**src/common/cache_bus_pkg.sv**
```systemverilog
package cache_bus_pkg;

    // AXI IDs carried by each cache's transactions
    localparam logic [3:0] id_icache = 4'd0;
    localparam logic [3:0] id_dcache = 4'd1;

    typedef struct packed {
        logic [31:0] addr;
        logic [7:0]  len;
    } cache_rd_req_t;

    typedef struct packed {
        logic [31:0] data;
        logic        last;
    } cache_rd_rsp_t;

    typedef enum logic {
        fixed_icache_first = 1'b0,
        round_robin        = 1'b1
    } arb_mode_t;

endpackage

```
**src/arbiter/arb_config.sv**
```systemverilog
`timescale 1ns/1ps

module arb_config #(
    parameter int CNT_W = 16
) (
    input  logic                     clk,
    input  logic                     i_rst_n,
    input  logic                     i_cfg_we,
    input  logic [1:0]               i_cfg_addr,
    input  logic [31:0]              i_cfg_wdata,
    input  logic                     i_grant_i,
    input  logic                     i_grant_d,
    output logic [31:0]              o_cfg_rdata,
    output cache_bus_pkg::arb_mode_t o_mode
);

    logic [CNT_W-1:0] cnt_i_q;
    logic [CNT_W-1:0] cnt_d_q;
    logic             clear;

    assign clear = i_cfg_we && (i_cfg_addr == 2'd3);

    always_ff @(posedge clk or negedge i_rst_n) begin
        if (!i_rst_n) begin
            o_mode <= cache_bus_pkg::fixed_icache_first;
        end else if (i_cfg_we && (i_cfg_addr == 2'd0)) begin
            o_mode <= cache_bus_pkg::arb_mode_t'(i_cfg_wdata[0]);
        end
    end

    // saturating counters, clear wins over a grant in the same cycle
    always_ff @(posedge clk or negedge i_rst_n) begin
        if (!i_rst_n) begin
            cnt_i_q <= '0;
            cnt_d_q <= '0;
        end else if (clear) begin
            cnt_i_q <= '0;
            cnt_d_q <= '0;
        end else begin
            if (i_grant_i && (cnt_i_q != '1)) begin
                cnt_i_q <= cnt_i_q + 1'b1;
            end
            if (i_grant_d && (cnt_d_q != '1)) begin
                cnt_d_q <= cnt_d_q + 1'b1;
            end
        end
    end

    always_comb begin
        case (i_cfg_addr)
            2'd0:    o_cfg_rdata = {31'd0, o_mode};
            2'd1:    o_cfg_rdata = 32'(cnt_i_q);
            2'd2:    o_cfg_rdata = 32'(cnt_d_q);
            default: o_cfg_rdata = 32'd0;
        endcase
    end

endmodule

```
**config.mk**
```make
export PLATFORM = sky130hd
export DESIGN_NAME = arb_config
export DESIGN_NICKNAME = d
export VERILOG_FILES = /design/src/common/cache_bus_pkg.sv /design/src/arbiter/arb_config.sv
export SDC_FILE = /design/constraint.sdc
export NUM_CORES = 1
export LEC_CHECK = 0
export BUFFER_PORTS_ARGS = -buffer_cell sky130_fd_sc_hd__buf_4
export CAP_MARGIN = 40
export CORE_ASPECT_RATIO = 0.8
export CORE_MARGIN = 4
export CORE_UTILIZATION = 41
export CTS_CLUSTER_DIAMETER = 150
export DETAILED_ROUTE_END_ITERATION = 8
export GPL_ROUTABILITY_DRIVEN = 0
export HOLD_SLACK_MARGIN = 0.03
export PLACE_DENSITY = 0.65
export SETUP_SLACK_MARGIN = 0.4
export SYNTH_ARGS = -nofsm -noshare
export SYNTH_HDL_FRONTEND = slang
export SYNTH_SLANG_ARGS = --single-unit
```
**constraint.sdc**
```tcl
create_clock -name clk -period 3.1 [get_ports clk]
set_input_delay 0.155 -clock clk [delete_from_list [all_inputs] [get_ports clk]]
set_output_delay 0.155 -clock clk [all_outputs]
set_load 0.03 [all_outputs]
```
# == Word level (Yosys, flattened, before mapping) ==
# Cells that the tools add are included.
# word_totals
ff_bits,33
# classes
add_sub_neg,2
n_reduce_logical,7
muxes,5
n_eq_ne,5
# ops
operator,count
2-to-1 mux 16 bit,4
one-hot mux 16 bit (3 select lines),1
"adder 16 x 1 -> 16 bit, second input constant",2
"!= test 16 bit, second input constant",2
"== test 2 bit, second input constant",2
logical AND 1 bit,4
nonzero test 2 bit,2
"== test 2 x 1 -> 1 bit, second input constant",1
zero test 2 bit,1

# == Depth between registers and ports, before layout ==
# logic_depth
depth_word,4
depth_mapped,5

# == Least setup slack after synthesis ==
# OpenSTA, ideal clock, no wires.
# synth_path
path_type,register to register
startpoint,register cnt_d_q[5]
endpoint,register cnt_d_q[15]
path_slack_ps,1367
arrival_time_ps,1614
period_less_slack_ps,1733
setup_ps,119
path_stages_with_launch,5
cell_sequence,dfrtp_1 > nand4_4 > or4_4 > o31a_2 > o21a_1
# synth_between
elab_chain_cells,3
# synth_rtl
item,line_no,rtl
from (decl),arb_config.sv:18,logic [CNT_W-1:0] cnt_d_q;
from (signal assigned),arb_config.sv:44,cnt_d_q <= cnt_d_q + 1'b1;
adder 16 x 1 -> 16 bit or != test 16 bit (tied branches),"arb_config.sv:44, arb_config.sv:43",
2-to-1 mux 16 bit or logical AND 1 bit (tied branches),arb_config.sv:43,if (i_grant_d && (cnt_d_q != '1)) begin
2-to-1 mux 16 bit or nonzero test 2 bit (tied branches),n/a,
# Several ways; a longest one is shown, not always the timed one. The select of a mux whose other input is x is not followed.
# A chain may end at the register's enable or synchronous reset.

# == Final worst setup path ==
# layout_path
startpoint,register cnt_i_q[5]
endpoint,register cnt_i_q[3]
# layout_between
elab_chain_cells,3
# layout_rtl
item,line_no,rtl
from (decl),arb_config.sv:17,logic [CNT_W-1:0] cnt_i_q;
from (signal assigned),arb_config.sv:41,cnt_i_q <= cnt_i_q + 1'b1;
!= test 16 bit,arb_config.sv:40,if (i_grant_i && (cnt_i_q != '1)) begin
logical AND 1 bit,arb_config.sv:40,
nonzero test 2 bit (no source line),n/a,
# Every way passes these cells.

==> reports/qor.csv <==
metric,value,unit
cts-buffers-inserted,5,
p_int,0.738,mW
setup_violations,0,
final_cell_mix,"33 x dfrtp_1, 26 x buf_4, 18 x nand2_1, 17 x a21oi_1, 16 x conb_1",
critPathArrivalTime,2.16,ns
worstSkewPairLatency,0.29,ns
detail_route.drc_violations,0,
final_common_cell,dfrtp_1,
grt_pass1_vias,1670,
cts_tree,yes,
drive_above_1_share,16.7,%
path_clk_slew,0.07,ns
period_minus_slack,1.95,ns
clock.fmax,0.512,GHz
reg2reg_from,cnt_i_q[5]$_DFFE_PN0P_,
r2r_end,cnt_i_q[3]$_DFFE_PN0P_,
fin_setup_tns,0,ns
p_sw,0.390,mW
power.total,1.13,mW
grt_first_pass_wirelength,8.67,mm
rows,23,
antenna_found_initial,0,
ir_worst_vdd,0.368,mV
area_growth,12.7,%
p_leak,1.03,nW
rr_worst_depth,4,
outcome,"finished, final reports clean",
cts_setup_buffers,0,
ys_seq_area_share,38.3,%
htreeDepth,2,
drt-initial-drc-count,130,
synth_cell_types,51,
cap_violations,0,
vias,1852,
grt_start_max_net_pins,34,
die_w,89.0,µm
relSlewSlack,43.5,%
hold_depth,2,
routed_via_density,5.81,
clock_sink_count,33,
worst_pin_slew,0.836,ns
hold_end,o_mode$_DFFE_PN0P_,
rsz0062_at_grt,false,
clock-root-buffer,clkbuf_8,
max_stage_delay,0.84,ns
routedWlPerCell,15.9,µm
synth_warnings,0,
post-route-period-util,63.0,%
initial_core_util,42.8,%
die-area,6480,µm²
syn-cell-area,2150,µm²
hpwl,3.70,mm
p_sw_share,34.6,%
path_class,flip-flop to flip-flop,
antenna_left,0,
n_antenna_cell,0,
syn_avg_cell_area,9.36,µm²
cts_buffer_depth,2,
synth_edf_count,0,
numPortBuffers,24,
fp.coreArea,5040,µm²
fin_skew,0.00598,ns
critical_path.max_fanout,7,
first_pass_iters,4,
p_clk_share,27.8,%
hold_viol_final,0,
fin_nets,297,
die_y,72.8,µm
seq_power_share,50.2,%
worst_ep_required_time,3.31,ns
netlist_instances,230,
crit_slowest_cell,o41ai_1,
cp-start-kind,flip-flop,
synthArstFlopShare,100,%
crit_chain,nand3_1 -> o41ai_1 -> o21ai_0 -> a21oi_1,
p_per_area,465,nW/µm²
wl,5.06,mm
synth-seq-cells,33,
synthFlopType,dfrtp_1,
grtUsageTotal,17.5,%
num_io_pins,72,
reg2reg_slack,1.15,ns
endpoint_kind,flip-flop,
final-max-slew-violation-count,0,
grt_overflow,0,
hold_start,i_cfg_wdata[0],
pwr-share-comb,22.0,%
min_path_type,input port to flip-flop,
## metrics by stage
| stage | instance area (µm²) | worst slack (ns) | hold slack, ns | util (%) | cells |
|---|---|---|---|---|---|
| 2_1_floorplan | 2210 | 1.37 | -0.141 | - | 245 |
| 3_3_place_gp | 2310 | 1.18 | 0.133 | 45.8 | 307 |
| 3_5_place_dp | 2340 | 1.18 | 0.136 | 46.4 | 310 |
| 4_1_cts | 2430 | 1.16 | 0.0912 | 48.2 | 319 |
| 5_1_grt | 2430 | 0.945 | 0.102 | 48.2 | 319 |
| 6_report | 2430 | 1.15 | 0.0993 | 48.2 | 319 |
## how the worst max path moves through the flow
stage	startpoint	end	slack [ns]
6_report	cnt_i_q[5]$_DFFE_PN0P_	cnt_i_q[3]$_DFFE_PN0P_	1.15
2_1_floorplan	cnt_d_q[5]$_DFFE_PN0P_	cnt_d_q[15]$_DFFE_PN0P_	1.37
4_1_cts	cnt_i_q[1]$_DFFE_PN0P_	cnt_i_q[3]$_DFFE_PN0P_	1.16
5_1_grt	cnt_i_q[0]$_DFFE_PN0P_	cnt_i_q[3]$_DFFE_PN0P_	0.94
3_5_place_dp	cnt_i_q[1]$_DFFE_PN0P_	cnt_i_q[3]$_DFFE_PN0P_	1.18
3_3_place_gp	cnt_i_q[2]$_DFFE_PN0P_	cnt_i_q[9]$_DFFE_PN0P_	1.18
## power by group through the flow
| stage | registers (mW) | clock network (mW) | logic, mW |
|---|---|---|---|
| final | 0.567 | 0.313 | 0.248 |
| after global routing | 0.579 | 0.344 | 0.284 |
| after CTS | 0.566 | 0.326 | 0.250 |
| after detailed placement | 0.574 | 0 | 0.247 |
| after global placement | 0.571 | 0 | 0.240 |
| after floorplan | 0.553 | 0 | 0.190 |
## Yosys cell counts (all sizes together) (2+ instances only)
library cell   n  area, µm²
o211a          2       20.0
nor4           6       37.5
a211oi         2       15.0
mux2i          4       40.0
nor2b          2       12.5
o211ai         2       15.0
or4            4       33.8
a21oi         17       85.1
nand3         10       55.1
inv            3       11.3
nor3b          2       15.0
nand4          9       77.6
nand2         18       67.6
a22o          15        133
buf           16        120
clkbuf         7       27.5
nor3           9       45.0
or4b           2       20.0
ha             2       25.0
o21ai         12       60.1
o41ai          5       62.6
xnor2          4       35.0
dfrtp         33        826
nand2b         2       12.5
xor2           2       17.5
and3           2       12.5
or3            8       50.1
and4           6       52.6
nor2           8       30.0
o31ai          3       22.5
## worst max-delay path, delay by kind of cell, from the launching register on
family / cells / cell delay (ns)
compound gates: 3 / 1.22
flops: 1 / 0.46
simple gates: 1 / 0.21
## metal layers
metal / track usage (%) / part of all wire [%]
met2: 22.7 / 41
met5: 0 / 0
met1: 27.9 / 52
met3: 4.06 / 5.4
met4: 5.95 / 1.3
## sequential cells by signal, indices dropped and copies added (netlist names)
register / cells
o_mode: 1
cnt_i_q: 16
cnt_d_q: 16
## kinds of logic (layout without fill, tap and decap cells)
logic type / Yosys count / after routing / synth area share (%)
adder cells (fa/ha/maj): 2 / 2 / 1.16
AO/OA/AOI/OAI: 65 / 65 / 22.1
other: 1 / 16 / 0.174
XOR/XNOR: 6 / 6 / 2.44
flip-flops: 33 / 33 / 38.3
multiplexers: 5 / 5 / 2.38
AND/OR/NAND/NOR: 91 / 91 / 25.4
buffers and inverters: 27 / 39 / 7.96
## cell type report
cell class	instances	area, µm²
clock buffer	8	80.1
sequential	33	826
multi-input combinational	185	1210
timing repair buffer	28	220
tap	62	77.6
inverter	3	11.3
fill	485	2610
## what timing repair did
| action | CTS | global route |
|---|---|---|
| gates resized for setup | 0 | 0 |
| endpoints found under the hold margin | 33 | 0 |
| hold buffers | 1 | 0 |
Power figures use the tool's default switching activity.
