[src/common/axi_pkg.sv]
package axi_pkg;

    // burst and size encodings from the AXI spec
    localparam logic [1:0] burst_incr = 2'b01;
    localparam logic [2:0] size_word  = 3'b010;
    localparam logic [1:0] resp_okay  = 2'b00;

    typedef struct packed {
        logic [3:0]  id;
        logic [31:0] addr;
        logic [7:0]  len;
        logic [2:0]  size;
        logic [1:0]  burst;
    } axi_ar_t;

    typedef struct packed {
        logic [3:0]  id;
        logic [31:0] data;
        logic [1:0]  resp;
        logic        last;
    } axi_r_t;

    typedef struct packed {
        logic [3:0]  id;
        logic [31:0] addr;
        logic [7:0]  len;
        logic [2:0]  size;
        logic [1:0]  burst;
    } axi_aw_t;

    // no wid, write interleaving is not supported
    typedef struct packed {
        logic [31:0] data;
        logic [3:0]  strb;
        logic        last;
    } axi_w_t;

    typedef struct packed {
        logic [3:0] id;
        logic [1:0] resp;
    } axi_b_t;

endpackage

[src/common/cache_bus_pkg.sv]
package cache_bus_pkg;

    // AXI IDs carried by each cache's transactions
    localparam logic [3:0] id_icache = 4'd0;
    localparam logic [3:0] id_dcache = 4'd1;

    typedef struct packed {
        logic [31:0] addr;
        logic [7:0]  len;
    } cache_rd_req_t;

    typedef struct packed {
        logic [31:0] data;
        logic        last;
    } cache_rd_rsp_t;

    typedef enum logic {
        fixed_icache_first = 1'b0,
        round_robin        = 1'b1
    } arb_mode_t;

endpackage

[src/arbiter/cache_axi_arbiter.sv]
`timescale 1ns/1ps

module cache_axi_arbiter (
    input  logic                        clk,
    input  logic                        i_rst_n,
    input  cache_bus_pkg::arb_mode_t    i_mode,
    // icache read port
    input  cache_bus_pkg::cache_rd_req_t i_i_ar,
    input  logic                        i_i_arvalid,
    output logic                        o_i_arready,
    output cache_bus_pkg::cache_rd_rsp_t o_i_r,
    output logic                        o_i_rvalid,
    input  logic                        i_i_rready,
    // dcache read port
    input  cache_bus_pkg::cache_rd_req_t i_d_ar,
    input  logic                        i_d_arvalid,
    output logic                        o_d_arready,
    output cache_bus_pkg::cache_rd_rsp_t o_d_r,
    output logic                        o_d_rvalid,
    input  logic                        i_d_rready,
    // dcache write port
    input  axi_pkg::axi_aw_t            i_d_aw,
    input  logic                        i_d_awvalid,
    output logic                        o_d_awready,
    input  axi_pkg::axi_w_t             i_d_w,
    input  logic                        i_d_wvalid,
    output logic                        o_d_wready,
    output logic                        o_d_bvalid,
    input  logic                        i_d_bready,
    // AXI master side
    output axi_pkg::axi_ar_t            o_ar,
    output logic                        o_arvalid,
    input  logic                        i_arready,
    input  axi_pkg::axi_r_t             i_r,
    input  logic                        i_rvalid,
    output logic                        o_rready,
    output axi_pkg::axi_aw_t            o_aw,
    output logic                        o_awvalid,
    input  logic                        i_awready,
    output axi_pkg::axi_w_t             o_w,
    output logic                        o_wvalid,
    input  logic                        i_wready,
    input  axi_pkg::axi_b_t             i_b,
    input  logic                        i_bvalid,
    output logic                        o_bready,
    // grant pulses to the config block
    output logic                        o_grant_i,
    output logic                        o_grant_d
);

    // sel is 0 for icache and 1 for dcache
    logic sel;
    logic lock_q;
    logic lock_sel_q;
    logic rr_ptr_q;
    logic ar_hs;
    logic r_to_i;
    logic r_to_d;
    logic b_to_d;

    always_comb begin
        if (lock_q) begin
            sel = lock_sel_q;
        end else if (i_i_arvalid && i_d_arvalid) begin
            sel = (i_mode == cache_bus_pkg::round_robin) ? rr_ptr_q : 1'b0;
        end else begin
            sel = i_d_arvalid;
        end
    end

    assign o_arvalid = sel ? i_d_arvalid : i_i_arvalid;
    assign ar_hs     = o_arvalid && i_arready;

    // hold the choice while the memory is not ready
    always_ff @(posedge clk or negedge i_rst_n) begin
        if (!i_rst_n) begin
            lock_q     <= 1'b0;
            lock_sel_q <= 1'b0;
            rr_ptr_q   <= 1'b0;
        end else if (ar_hs) begin
            lock_q   <= 1'b0;
            rr_ptr_q <= ~sel;
        end else if (o_arvalid && !lock_q) begin
            lock_q     <= 1'b1;
            lock_sel_q <= sel;
        end
    end

    assign o_ar.id    = sel ? cache_bus_pkg::id_dcache : cache_bus_pkg::id_icache;
    assign o_ar.addr  = sel ? i_d_ar.addr : i_i_ar.addr;
    assign o_ar.len   = sel ? i_d_ar.len : i_i_ar.len;
    assign o_ar.size  = axi_pkg::size_word;
    assign o_ar.burst = axi_pkg::burst_incr;

    assign o_i_arready = i_arready && !sel;
    assign o_d_arready = i_arready && sel;
    assign o_grant_i   = ar_hs && !sel;
    assign o_grant_d   = ar_hs && sel;

    // R routing by rid
    assign r_to_i = (i_r.id == cache_bus_pkg::id_icache);
    assign r_to_d = (i_r.id == cache_bus_pkg::id_dcache);

    assign o_i_r.data = i_r.data;
    assign o_i_r.last = i_r.last;
    assign o_d_r.data = i_r.data;
    assign o_d_r.last = i_r.last;
    assign o_i_rvalid = i_rvalid && r_to_i;
    assign o_d_rvalid = i_rvalid && r_to_d;
    assign o_rready   = (r_to_i && i_i_rready) || (r_to_d && i_d_rready);

    // dcache write path
    assign o_aw.id     = cache_bus_pkg::id_dcache;
    assign o_aw.addr   = i_d_aw.addr;
    assign o_aw.len    = i_d_aw.len;
    assign o_aw.size   = axi_pkg::size_word;
    assign o_aw.burst  = axi_pkg::burst_incr;
    assign o_awvalid   = i_d_awvalid;
    assign o_d_awready = i_awready;

    assign o_w        = i_d_w;
    assign o_wvalid   = i_d_wvalid;
    assign o_d_wready = i_wready;

    assign b_to_d     = (i_b.id == cache_bus_pkg::id_dcache);
    assign o_d_bvalid = i_bvalid && b_to_d;
    assign o_bready   = i_d_bready && b_to_d;

    // the lock must keep AR steady even when the other cache raises valid
    ar_stable_a: assert property (
        @(posedge clk) disable iff (!i_rst_n)
        o_arvalid && !i_arready |=> o_arvalid && $stable(o_ar.addr)
    );

endmodule

[config.mk]
export PLATFORM = sky130hd
export DESIGN_NAME = cache_axi_arbiter
export DESIGN_NICKNAME = d
export VERILOG_FILES = /design/src/common/axi_pkg.sv /design/src/common/cache_bus_pkg.sv /design/src/arbiter/cache_axi_arbiter.sv
export SDC_FILE = /design/constraint.sdc
export NUM_CORES = 1
export LEC_CHECK = 0
export BUFFER_PORTS_ARGS = -buffer_cell sky130_fd_sc_hd__buf_2
export CAP_MARGIN = 10
export CORE_AREA = 2 2 172 174
export DETAILED_ROUTE_END_ITERATION = 10
export DIE_AREA = 0 0 174 176
export PLACE_DENSITY = 0.35
export SLEW_MARGIN = 0
export SYNTH_ARGS = -nofsm -noshare
export SYNTH_HDL_FRONTEND = slang
export SYNTH_SLANG_ARGS = --single-unit
[constraint.sdc]
create_clock -name clk -period 1.3 [get_ports clk]
set_input_delay 0 -clock clk [delete_from_list [all_inputs] [get_ports clk]]
set_output_delay 0 -clock clk [all_outputs]
set_load 0.05 [all_outputs]
---- Yosys cells after proc, flatten, opt, wreduce, memory -nomap -nowiden ----
Index checks and enable logic that the tools add are counted.
cells by class
  bitwise operators ....................... 2
  reduce and logical (&&, ||, !) cells .... 19
  muxes and demuxes ....................... 9
  equal/unequal tests ..................... 2
operators with widths
  kind                                                                   number
  32-bit 2-to-1 mux                                                      1
  1-bit logical AND                                                      13
  4-bit by 1-bit equality test with 1-bit output, second input constant  2
  8-bit 2-to-1 mux                                                       1
  1-bit 2-to-1 mux                                                       7
  4-bit zero test                                                        1
  1-bit zero test                                                        2
  1-bit inverter                                                         2
  2-bit AND reduction                                                    1
  2-bit nonzero test                                                     1
  1-bit logical OR                                                       1
storage, ports and cells
  input bits .............................. 226
  bits in registers ....................... 3

---- Logic depth before layout (Yosys ltp) ----
Gate-level depths: netlist of run 1.
  depth after elaboration ................. 7
  gate-level depth with buffers ........... 4
  mapped depth without buffers ............ 3

---- Worst setup path before layout of run 1 ----
Ideal clock, no wire load.
  kind .................................... register to output
  start point ............................. reg rr_ptr_q
  end point ............................... out o_i_arready
  cell stages (with the launch flop) ...... 5
  path slack .............................. -0.181 ns
  arrival time ............................ 1.481 ns
  path buffers ............................ 1
  path through ............................ dfrtp_1 a21boi_2 o21ai_4 buf_6 nor2_1
on the way
  word-level cells in the longest chain between the ends .. 5
RTL lines
  what                    RTL line                 source
  start, declared         cache_axi_arbiter.sv:55  logic rr_ptr_q;
  start signal, assigned  cache_axi_arbiter.sv:82  rr_ptr_q <= ~sel;
  1-bit 2-to-1 mux        cache_axi_arbiter.sv:65  sel = (i_mode == cache_bus_pkg::round_robin) ? rr_ptr_q : 1'b0;
  1-bit 2-to-1 mux        cache_axi_arbiter.sv:64  end else if (i_i_arvalid && i_d_arvalid) begin
  1-bit 2-to-1 mux        cache_axi_arbiter.sv:62  if (lock_q) begin
  net sel                 cache_axi_arbiter.sv:52  logic sel;
  1-bit zero test         cache_axi_arbiter.sv:95  assign o_i_arready = i_arready && !sel;
  1-bit logical AND       cache_axi_arbiter.sv:95
  end, declared           cache_axi_arbiter.sv:10  output logic o_i_arready,
The timed path passes the listed nets, and every way through them passes these cells.

==> results of run 1 <==
critical path, cell delays in order (launching register included):
cell	delay [ps]
dfrtp_1	370
nand2b_4	150
o21ai_4	170
buf_12	180
clkbuf_16	160
mux2_4	320
buf_6	160
routing by layer:
layer	share of wire, %	routed length [um]	track usage [%]
met1	31	2281	3.661
met2	46	3417	6.790
met3	13	996	1.744
met4	9.8	731	4.622
met5	0	0	0
area by class of cell:
cell class / count / area [sq um]
inverter: 1 / 3.754
sequential: 3 / 75.07
clock buffer: 4 / 78.83
timing repair buffer: 169 / 1446
fill: 3325 / 25550
tap: 384 / 480.5
multi-input combinational: 89 / 908.4
flip-flops by register name, indices dropped and copies added, names as in the netlist:
register	flops
lock_q	1
lock_sel_q	1
rr_ptr_q	1
power breakdown:
part	total (mW)	leakage, nW	internal, mW	switching [mW]
logic	3.65	1.35	1.72	1.92
clock network	0.491	0.0382	0.405	0.0863
registers	0.137	0.0357	0.119	0.0184
cell usage in the layout (no fill, tap or decap):
master         Yosys  routed
conb_1             2      17
nand2_1            4       3
dlygate4sd3_1      0       1
and2_2             0       1
buf_6              4      28
clkbuf_1           0       1
nand2_2            0       1
nor4b_1            1       1
nor2_4             0       1
buf_2              0     103
nor2b_1            1       1
and2_1             3       2
mux2_2            40       1
and2b_1            1       1
buf_4            165       5
o31ai_1            1       1
dfrtp_1            3       3
o211ai_1           1       1
o21ai_0            3       3
a21boi_4           0       1
and3_4             0       1
buf_8              0      23
nand2b_4           1       1
and3_1             2       1
mux2_4             0      39
a21o_1             1       1
buf_16             0       3
nand2b_1           1       1
buf_12             0       2
o211a_1            1       1
o21ai_4            1       1
or3b_4             0       1
mux2i_1            1       1
o21a_1             1       1
nor2_1             4       3
a21boi_2           1       1
clkbuf_16          0       7
inv_1              1       1
nor3_1             1       1
cell families (layout without fill, tap and decap cells):
kind of cell	after synthesis	count (layout)	synth area share, %
muxes	41	41	22.59
AOI/OAI and AO/OA	11	11	4.421
buffers and inverters	170	174	63.17
and+or+nand+nor	20	20	5.770
other	2	17	0.3685
DFF	3	3	3.683
metrics by stage:
step / setup slack (ps) / power [mW] / cell area, sq um
3_5_place_dp: -261.0 / 2.514 / 2152
4_1_cts: -489.6 / 3.834 / 2715
2_1_floorplan: -146.8 / 3.236 / 2122
5_1_grt: -497.7 / 4.443 / 2993
6_report: -435.4 / 4.278 / 2993
3_3_place_gp: -238.9 / 2.511 / 2152
final timing paths:
path / from / endpoint / slack, ps / cells after the start
worst max-delay path: lock_q / o_ar[14] / -440 / 6
worst min-delay path: i_d_w[17] / o_w[17] / 0.01 / 0
worst max register to register: lock_q / rr_ptr_q / 60 / 5
worst min register to register: rr_ptr_q / rr_ptr_q / 600 / 2
max in group asynchronous: i_rst_n / rr_ptr_q / 1050 / 2
min in group asynchronous: i_rst_n / lock_sel_q / 130 / 2
timing repair:
item                                    4_1_cts  5_1_grt
pin swaps                                     4        3
cloned                                        2        4
setup buffers                                 2        2
hold buffers                                  1        0
endpoints found under the hold margin         3        0
endpoints found under the setup margin       47       47
resized for setup                           123       43
==> metrics.txt, run 1 <==
outcome=complete, but fails checks; violations in the final reports=setup timing; layout cell share with drive strength beyond 1=between 80 and 90%; number of enable-type register cells in the synthesized netlist=0; Sink Count=3; yosys warns=0; Synth Area per Inst=roughly 8.3 sq um; total track usage=a little over 4%; summed negative setup slack over all endpoints=-17,640 ps; final routed wire length divided by cell count=11.43 um; grt total ovfl=0; Arrival @ worst endpoint=1740 ps; class of the most critical hold timing path=input port to primary output; ranking of synthesized cells by instance count=165 x buf_4, 40 x mux2_2, 4 x buf_6, 4 x nand2_1, 4 x nor2_1; max-cap viol count=0; DRC violation count after routing=0; antenna violations before repair=0; upper clock frequency limit=just under 0.6 GHz; post-detailed-routing wire length=~7.4 mm; fraction of the yosys area taken by sequential cells=3.683%; area share of the largest cell type after synthesis=between 60% and 70%; clock tree from TritonCTS=yes; layout overhead on the synthesized area=46.84%; pin count of the biggest net entering global routing=19; clock period minus final worst setup slack=1735 ps; netlist area before placement=2038 sq um; HPWL after DPL=5.353 mm; full die area=30,620 sq um; number of antenna cells inserted=0; # rows=62; count leader, synth=buf_4; CTS HTree Levels=1; fraction of registers with async set/reset=100.0%; cells after synthesis=approximately 250; cell count after placement=636; count of final setup violators=46; global-route wire length before repair=9.446 mm; Cell Count, Final, Fillers Out=650; via-per-instance ratio=between 2 and 2.5; Total Nets Final=~490; Final GP Congestion=0.6525; top cells by area, synth=buf_4 61%, mux2_2 22%, dfrtp_1 3.7%; Pwr per Cell Area=1429 nW/um^2; number of buffers added by the clock tree synthesis step=3; data required time of the worst path=1300 ps; largest voltage drop on the vdd net=0.0002864 V; Static Leak=1.425 nW; DRC marker count from the first detailed-route iteration=17; die width=174 um; post-synthesis sequential element count=3; Longest Clk Path Bufs=2; worst hold margin=around 0.014 ps; Die H=176 um; setup repair after global routing missed its margin=yes; number of buffers added on ports=149; via count of the first global-routing pass=1,612; count of antenna-violating nets left after detailed routing=0; portion of the clock cycle consumed by the worst path in the final layout=133.5%; final hold vios=0; number of vias after detailed routing=1,578; worst skew pair latency=220 ps; core box area=28,550 sq um; Detailed Routing Iterations Pass 1=3; cell type with the highest aggregate area in the netlist=buf_4; Slew Viols, Final=0; top fanout value on the critical path=5; critical path startpoint category=register; CP Class=register to primary output; Worst Skew=1.315 ps; Primary FF master, synth=dfrtp_1; utilization after layout=a little over a tenth; initial core utilization=7.140%; CP Capture Type=primary output; distinct cell type count of the synthesized netlist=27; CTS clk-pin slew, worst paths=30 ps; Root Buffer Master=clkbuf_16; final worst setup slack=-435.4 ps; count of pins on the block boundary=441
(Power assumes the default switching activity.)
==> run 2, diff against run 1 <==
--- a/config.mk
+++ b/config.mk
@@ -7,10 +7,10 @@
 export LEC_CHECK = 0
 export BUFFER_PORTS_ARGS = -buffer_cell sky130_fd_sc_hd__buf_2
 export CAP_MARGIN = 10
-export CORE_AREA = 2 2 172 174
+export CORE_AREA = 2 2 171 173
 export DETAILED_ROUTE_END_ITERATION = 10
-export DIE_AREA = 0 0 174 176
-export PLACE_DENSITY = 0.35
+export DIE_AREA = 0 0 173 175
+export PLACE_DENSITY = 0.34
 export SLEW_MARGIN = 0
 export SYNTH_ARGS = -nofsm -noshare
 export SYNTH_HDL_FRONTEND = slang
==> constraint.sdc (replaced) <==
create_clock -name clk -period 1.8 [get_ports clk]
set_input_delay 0 -clock clk [delete_from_list [all_inputs] [get_ports clk]]
set_output_delay 0 -clock clk [all_outputs]
set_load 0.05 [all_outputs]
==> metrics.txt, run 2 (synthesis gave the netlist of run 1 again) <==
wire length the detailed router placed on met1=2.205 mm; antenna violations before repair=0; Top Metal Used=met4; upper clock frequency limit=0.5672 GHz; Sink Count=3; clock period minus final worst setup slack=~1800 ps; master of the slowest instance on the critical path=dfrtp_1; CTS clk-pin slew, worst paths=30 ps; worst hold margin=0.01932 ps; length of routed met3 wiring=between 1 and 1.5 mm; data required time of the worst path=approximately 1800 ps; worst flop-to-flop path startpoint=lock_q; outcome=finished, final reports clean; Longest Clk Path Bufs=2; max-cap viol count=0; class of the most critical hold timing path=input port to primary output; # rows=62; number of antenna cells inserted=0; Root Buffer Master=clkbuf_16; start point of the critical path=lock_q; initial core utilization=under 10%; Detailed Routing Iterations Pass 1=2; layout overhead on the synthesized area=30.45%; leading cell types in the layout, fill and taps excluded=109 x buf_2, 29 x buf_6, 25 x mux2_2; number of buffers added on ports=roughly 150; area taken by flip-flops and latches=about 75 sq um; number of buffers added by the clock tree synthesis step=3; crit-path cells=nand2b_4 > o21ai_4 > buf_12 > clkbuf_16 > mux2_2 > buf_6; Final GP Congestion=0.6585; most common cell after layout, fill and taps aside=buf_2; final worst setup slack=36.90 ps; Total Nets Final=483; die width=about 170 um; pin count of the biggest net entering global routing=24; cell count after placement=629; HPWL after DPL=roughly 5.5 mm; Pwr per Cell Area=1025 nW/um^2; minimum setup slack among reg-to-reg paths=540 ps; Slew Viols, Final=0; via count of the first global-routing pass=1,437; top fanout value on the critical path=7; fill count=3,348; core box area=between 20,000 and 30,000 sq um; HP Start=i_d_w[18]; DRC marker count from the first detailed-route iteration=16; Die H=~180 um; critical path startpoint category=register; CTS HTree Levels=1; Worst Skew=~1.9 ps; post-detailed-routing wire length=7.606 mm; largest registers ranked by flip-flop count=lock_q x1, lock_sel_q x1, rr_ptr_q x1; Static Leak=1.230 nW; setup repair after global routing missed its margin=yes; routed wire length on met2=3.475 mm; portion of the clock cycle consumed by the worst path in the final layout=97.95%; via-per-instance ratio=2.352; DRC violation count after routing=0; clock tree from TritonCTS=yes; global-route wire length before repair=8.845 mm; pre-CTS WS=212.4 ps; count of pins on the block boundary=about 440; largest stage delay on the critical path=between 300 and 400 ps; utilization after layout=9.365%; post-layout total power=2.725 mW; area occupied by multi-input gates=788.3 sq um; final routed wire length divided by cell count=about 12 um; count of antenna-violating nets left after detailed routing=0; count of final setup violators=0; Cell Count, Final, Fillers Out=640; layout cell share with drive strength beyond 1=approximately 80%; worst skew pair latency=230 ps; total track usage=3.972%; largest voltage drop on the vdd net=0.0002286 V; Arrival @ worst endpoint=about 1800 ps; full die area=30,280 sq um; CP Class=register to primary output; number of vias after detailed routing=around 1,500; CP Capture Type=primary output; grt total ovfl=0; final hold vios=0
run 2: layout make-up:
class	instances	share of cell area, %
inverters	1	0.1412
flip-flops and latches	3	2.824
well taps	384	18.07
repair buffers	159	46.35
clock buffers	4	2.965
multi-input cells	89	29.65
run 2: path summary, 6_finish.rpt:
check / to / cells after the start
setup reg to reg: rr_ptr_q / 4
setup / recovery: o_ar[8] / 6
min in group asynchronous: lock_q / 2
max in group asynchronous: lock_sel_q / 2
hold / removal: o_w[18] / 0
hold reg to reg: rr_ptr_q / 1
run 2: worst max-delay path, delay by kind of cell (launching register included):
family	cells	cell delay [ps]
compound gates	1	150
buf+inv	3	530
mux	1	340
simple gates	1	160
flops	1	360
run 2: power by group:
part           internal, mW  switching [mW]
Sequential           0.0859          0.0177
Clock                 0.293          0.0690
Combinational         0.970            1.29
run 2: per-layer routing:
layer / global-route usage (%) / vias up
met5: 0 / -
met4: 4.661 / 0
met3: 2.480 / 72
met2: 6.100 / 175
met1: 3.265 / 624
li1: - / 634
run 2: stage by stage:
stage                     setup TNS (ps)  instance area (sq um)
after floorplan                        0                   2095
final                                  0                   2659
after global placement                 0                   2085
after detailed placement               0                   2085
after global routing              -257.5                   2659
after CTS                              0                   2301
run 2: timing repair:
action	4_1_cts	5_1_grt
pin swaps	1	0
endpoints found under the hold margin	3	0
resized for setup	28	102
cloned	1	4
hold buffers	1	0
endpoints found under the setup margin	1	30
buffers inserted	1	0
==> run 3, diff against run 2 <==
--- a/config.mk
+++ b/config.mk
@@ -7,10 +7,12 @@
 export LEC_CHECK = 0
 export BUFFER_PORTS_ARGS = -buffer_cell sky130_fd_sc_hd__buf_2
 export CAP_MARGIN = 10
-export CORE_AREA = 2 2 171 173
+export CELL_PAD_IN_SITES_DETAIL_PLACEMENT = 1
+export CELL_PAD_IN_SITES_GLOBAL_PLACEMENT = 1
+export CORE_AREA = 2 2 172 174
 export DETAILED_ROUTE_END_ITERATION = 10
-export DIE_AREA = 0 0 173 175
-export PLACE_DENSITY = 0.34
+export DIE_AREA = 0 0 174 176
+export PLACE_DENSITY = 0.52
 export SLEW_MARGIN = 0
 export SYNTH_ARGS = -nofsm -noshare
 export SYNTH_HDL_FRONTEND = slang
==> metrics.txt, run 3 (synthesis gave the netlist of run 1 again) <==
outcome=finished, final reports clean; Die H=176 um; via count of the first global-routing pass=1,534; # rows=62; data required time of the worst path=~1800 ps; Slew Viols, Final=0; grt total ovfl=0; R2R Path End=rr_ptr_q; HPWL after DPL=~6.4 mm; max-cap viol count=0; upper clock frequency limit=0.5682 GHz; utilization after layout=a little under a tenth; Sw Ratio=51.38%; final worst setup slack=about 40 ps; post-detailed-routing wire length=8.394 mm; relative contribution of sequential cells to total power=4.0%; Sink Count=3; Hold Path Sink=o_w[15]; number of cells traversed by the worst register-to-register path=4; count of final setup violators=0; pin count of the biggest net entering global routing=32; largest voltage drop on the vdd net=approximately 0.00030 V; minimum setup slack among reg-to-reg paths=520 ps; CTS clk-pin slew, worst paths=30 ps; number of buffers added on ports=between 100 and 150; share of total power in the clock network=13.3%; Static Leak=around 1.2 nW; Root Buffer Master=clkbuf_16; setup repair after global routing missed its margin=yes; count of pins on the block boundary=441; core box area=28,550 sq um; Longest Clk Path Bufs=2; Worst Skew=0.03882 ps; Final GP Congestion=0.6678; Total Nets Final=just under 500; DRC marker count from the first detailed-route iteration=29; final routed wire length divided by cell count=13.14 um; largest registers ranked by flip-flop count=lock_q x1, lock_sel_q x1, rr_ptr_q x1; hold path depth=0; clock period minus final worst setup slack=1760 ps; most common cell after layout, fill and taps aside=buf_2; HP Start=i_d_w[15]; worst flop-to-flop path startpoint=lock_q; combinational group share of total power=between 80% and 90%; count of antenna-violating nets left after detailed routing=0; portion of the clock cycle consumed by the worst path in the final layout=roughly 98%; critical path startpoint category=register; Internal Pwr Total=between 1 and 1.5 mW; post-layout total power=2.675 mW; CP Class=register to primary output; antenna violations before repair=2; Pwr per Cell Area=1022 nW/um^2; cell count after placement=629; CP Capture Type=primary output; Detailed Routing Iterations Pass 1=3; global-route wire length before repair=9.487 mm; CTS HTree Levels=1; via-per-instance ratio=roughly 2.4; initial core utilization=7.140%; pre-CTS WS=210.0 ps; number of buffers added by the clock tree synthesis step=3; total track usage=around 4.2%; full die area=between 30,000 and 40,000 sq um; class of the most critical hold timing path=input port to primary output; final hold vios=0; top fanout value on the critical path=8; Arrival @ worst endpoint=1760 ps; DRC violation count after routing=0; number of vias after detailed routing=1,502; layout cell share with drive strength beyond 1=80.00%; number of antenna cells inserted=0; layout overhead on the synthesized area=28.36%; leading cell types in the layout, fill and taps excluded=109 x buf_2, 28 x mux2_2, 28 x buf_6; die width=around 170 um; switching component of the power=1.374 mW; clock tree from TritonCTS=yes; Cell Count, Final, Fillers Out=639; worst skew pair latency=around 220 ps
-- run 3: changes by cell type in the layout (fill, tap and decap cells not counted), sizes merged --
cell  previous run  this run
buf            155       154
-- run 3: how the worst max path moves through the flow --
stage | from | to | cells past startpoint
floorplan | rr_ptr_q | o_i_arready | 4
global placement | lock_q | o_ar[26] | 5
detailed placement | lock_q | o_ar[12] | 5
CTS | lock_q | o_ar[12] | 5
global route | lock_q | o_ar[11] | 6
finish | lock_q | o_ar[11] | 6
-- run 3: worst max-delay path, stage by stage, from the launching register on --
cell and delay [ps]:
dfrtp_1 370, nand2b_4 160, o21ai_4 150, buf_12 170, clkbuf_16 180, mux2_2 350
buf_6 150
-- run 3: power groups by stage --
stage          clock network (mW)  registers, mW  logic (mW)
6_report                    0.356          0.108        2.21
5_1_grt                     0.368          0.112        2.33
3_5_place_dp                    0          0.106        1.67
4_1_cts                     0.362          0.105        1.70
3_3_place_gp                    0          0.105        1.66
2_1_floorplan                   0          0.103        2.21
-- run 3: layout make-up --
cell class	instances	area (sq um)
clock buffers	4	78.83
fillers	3458	25930
flip-flops and latches	3	75.07
multi-input cells	89	784.5
well taps	384	480.5
inverters	1	3.754
repair buffers	158	1194
-- run 3: stage by stage --
stage | hold WS (ps) | setup TNS (ps) | area [sq um]
after global placement | -196.9 | 0 | 2072
final | 0.01398 | 0 | 2616
after CTS | 0.3409 | -89.88 | 2182
after floorplan | -295.6 | 0 | 2095
after global routing | 0.07719 | -503.2 | 2616
after detailed placement | -195.6 | 0 | 2072
-- run 3: metal layers --
metal / up-vias / track usage [%] / part of all wire (%)
met3: 78 / 3.079 / 15
met4: 2 / 3.852 / 7.3
met1: 616 / 3.857 / 31
met5: - / 1.442 / 0.74
met2: 176 / 6.125 / 46
li1: 630 / - / -
-- run 3: what timing repair did --
| item | in CTS | in global routing |
|---|---|---|
| buffers inserted | 0 | 1 |
| hold buffers | 1 | 0 |
| gates cloned | 0 | 4 |
| pin swaps | 0 | 1 |
| resized for setup | 8 | 129 |
| hold endpoints to repair | 3 | 0 |
| setup endpoints to repair | 14 | 40 |
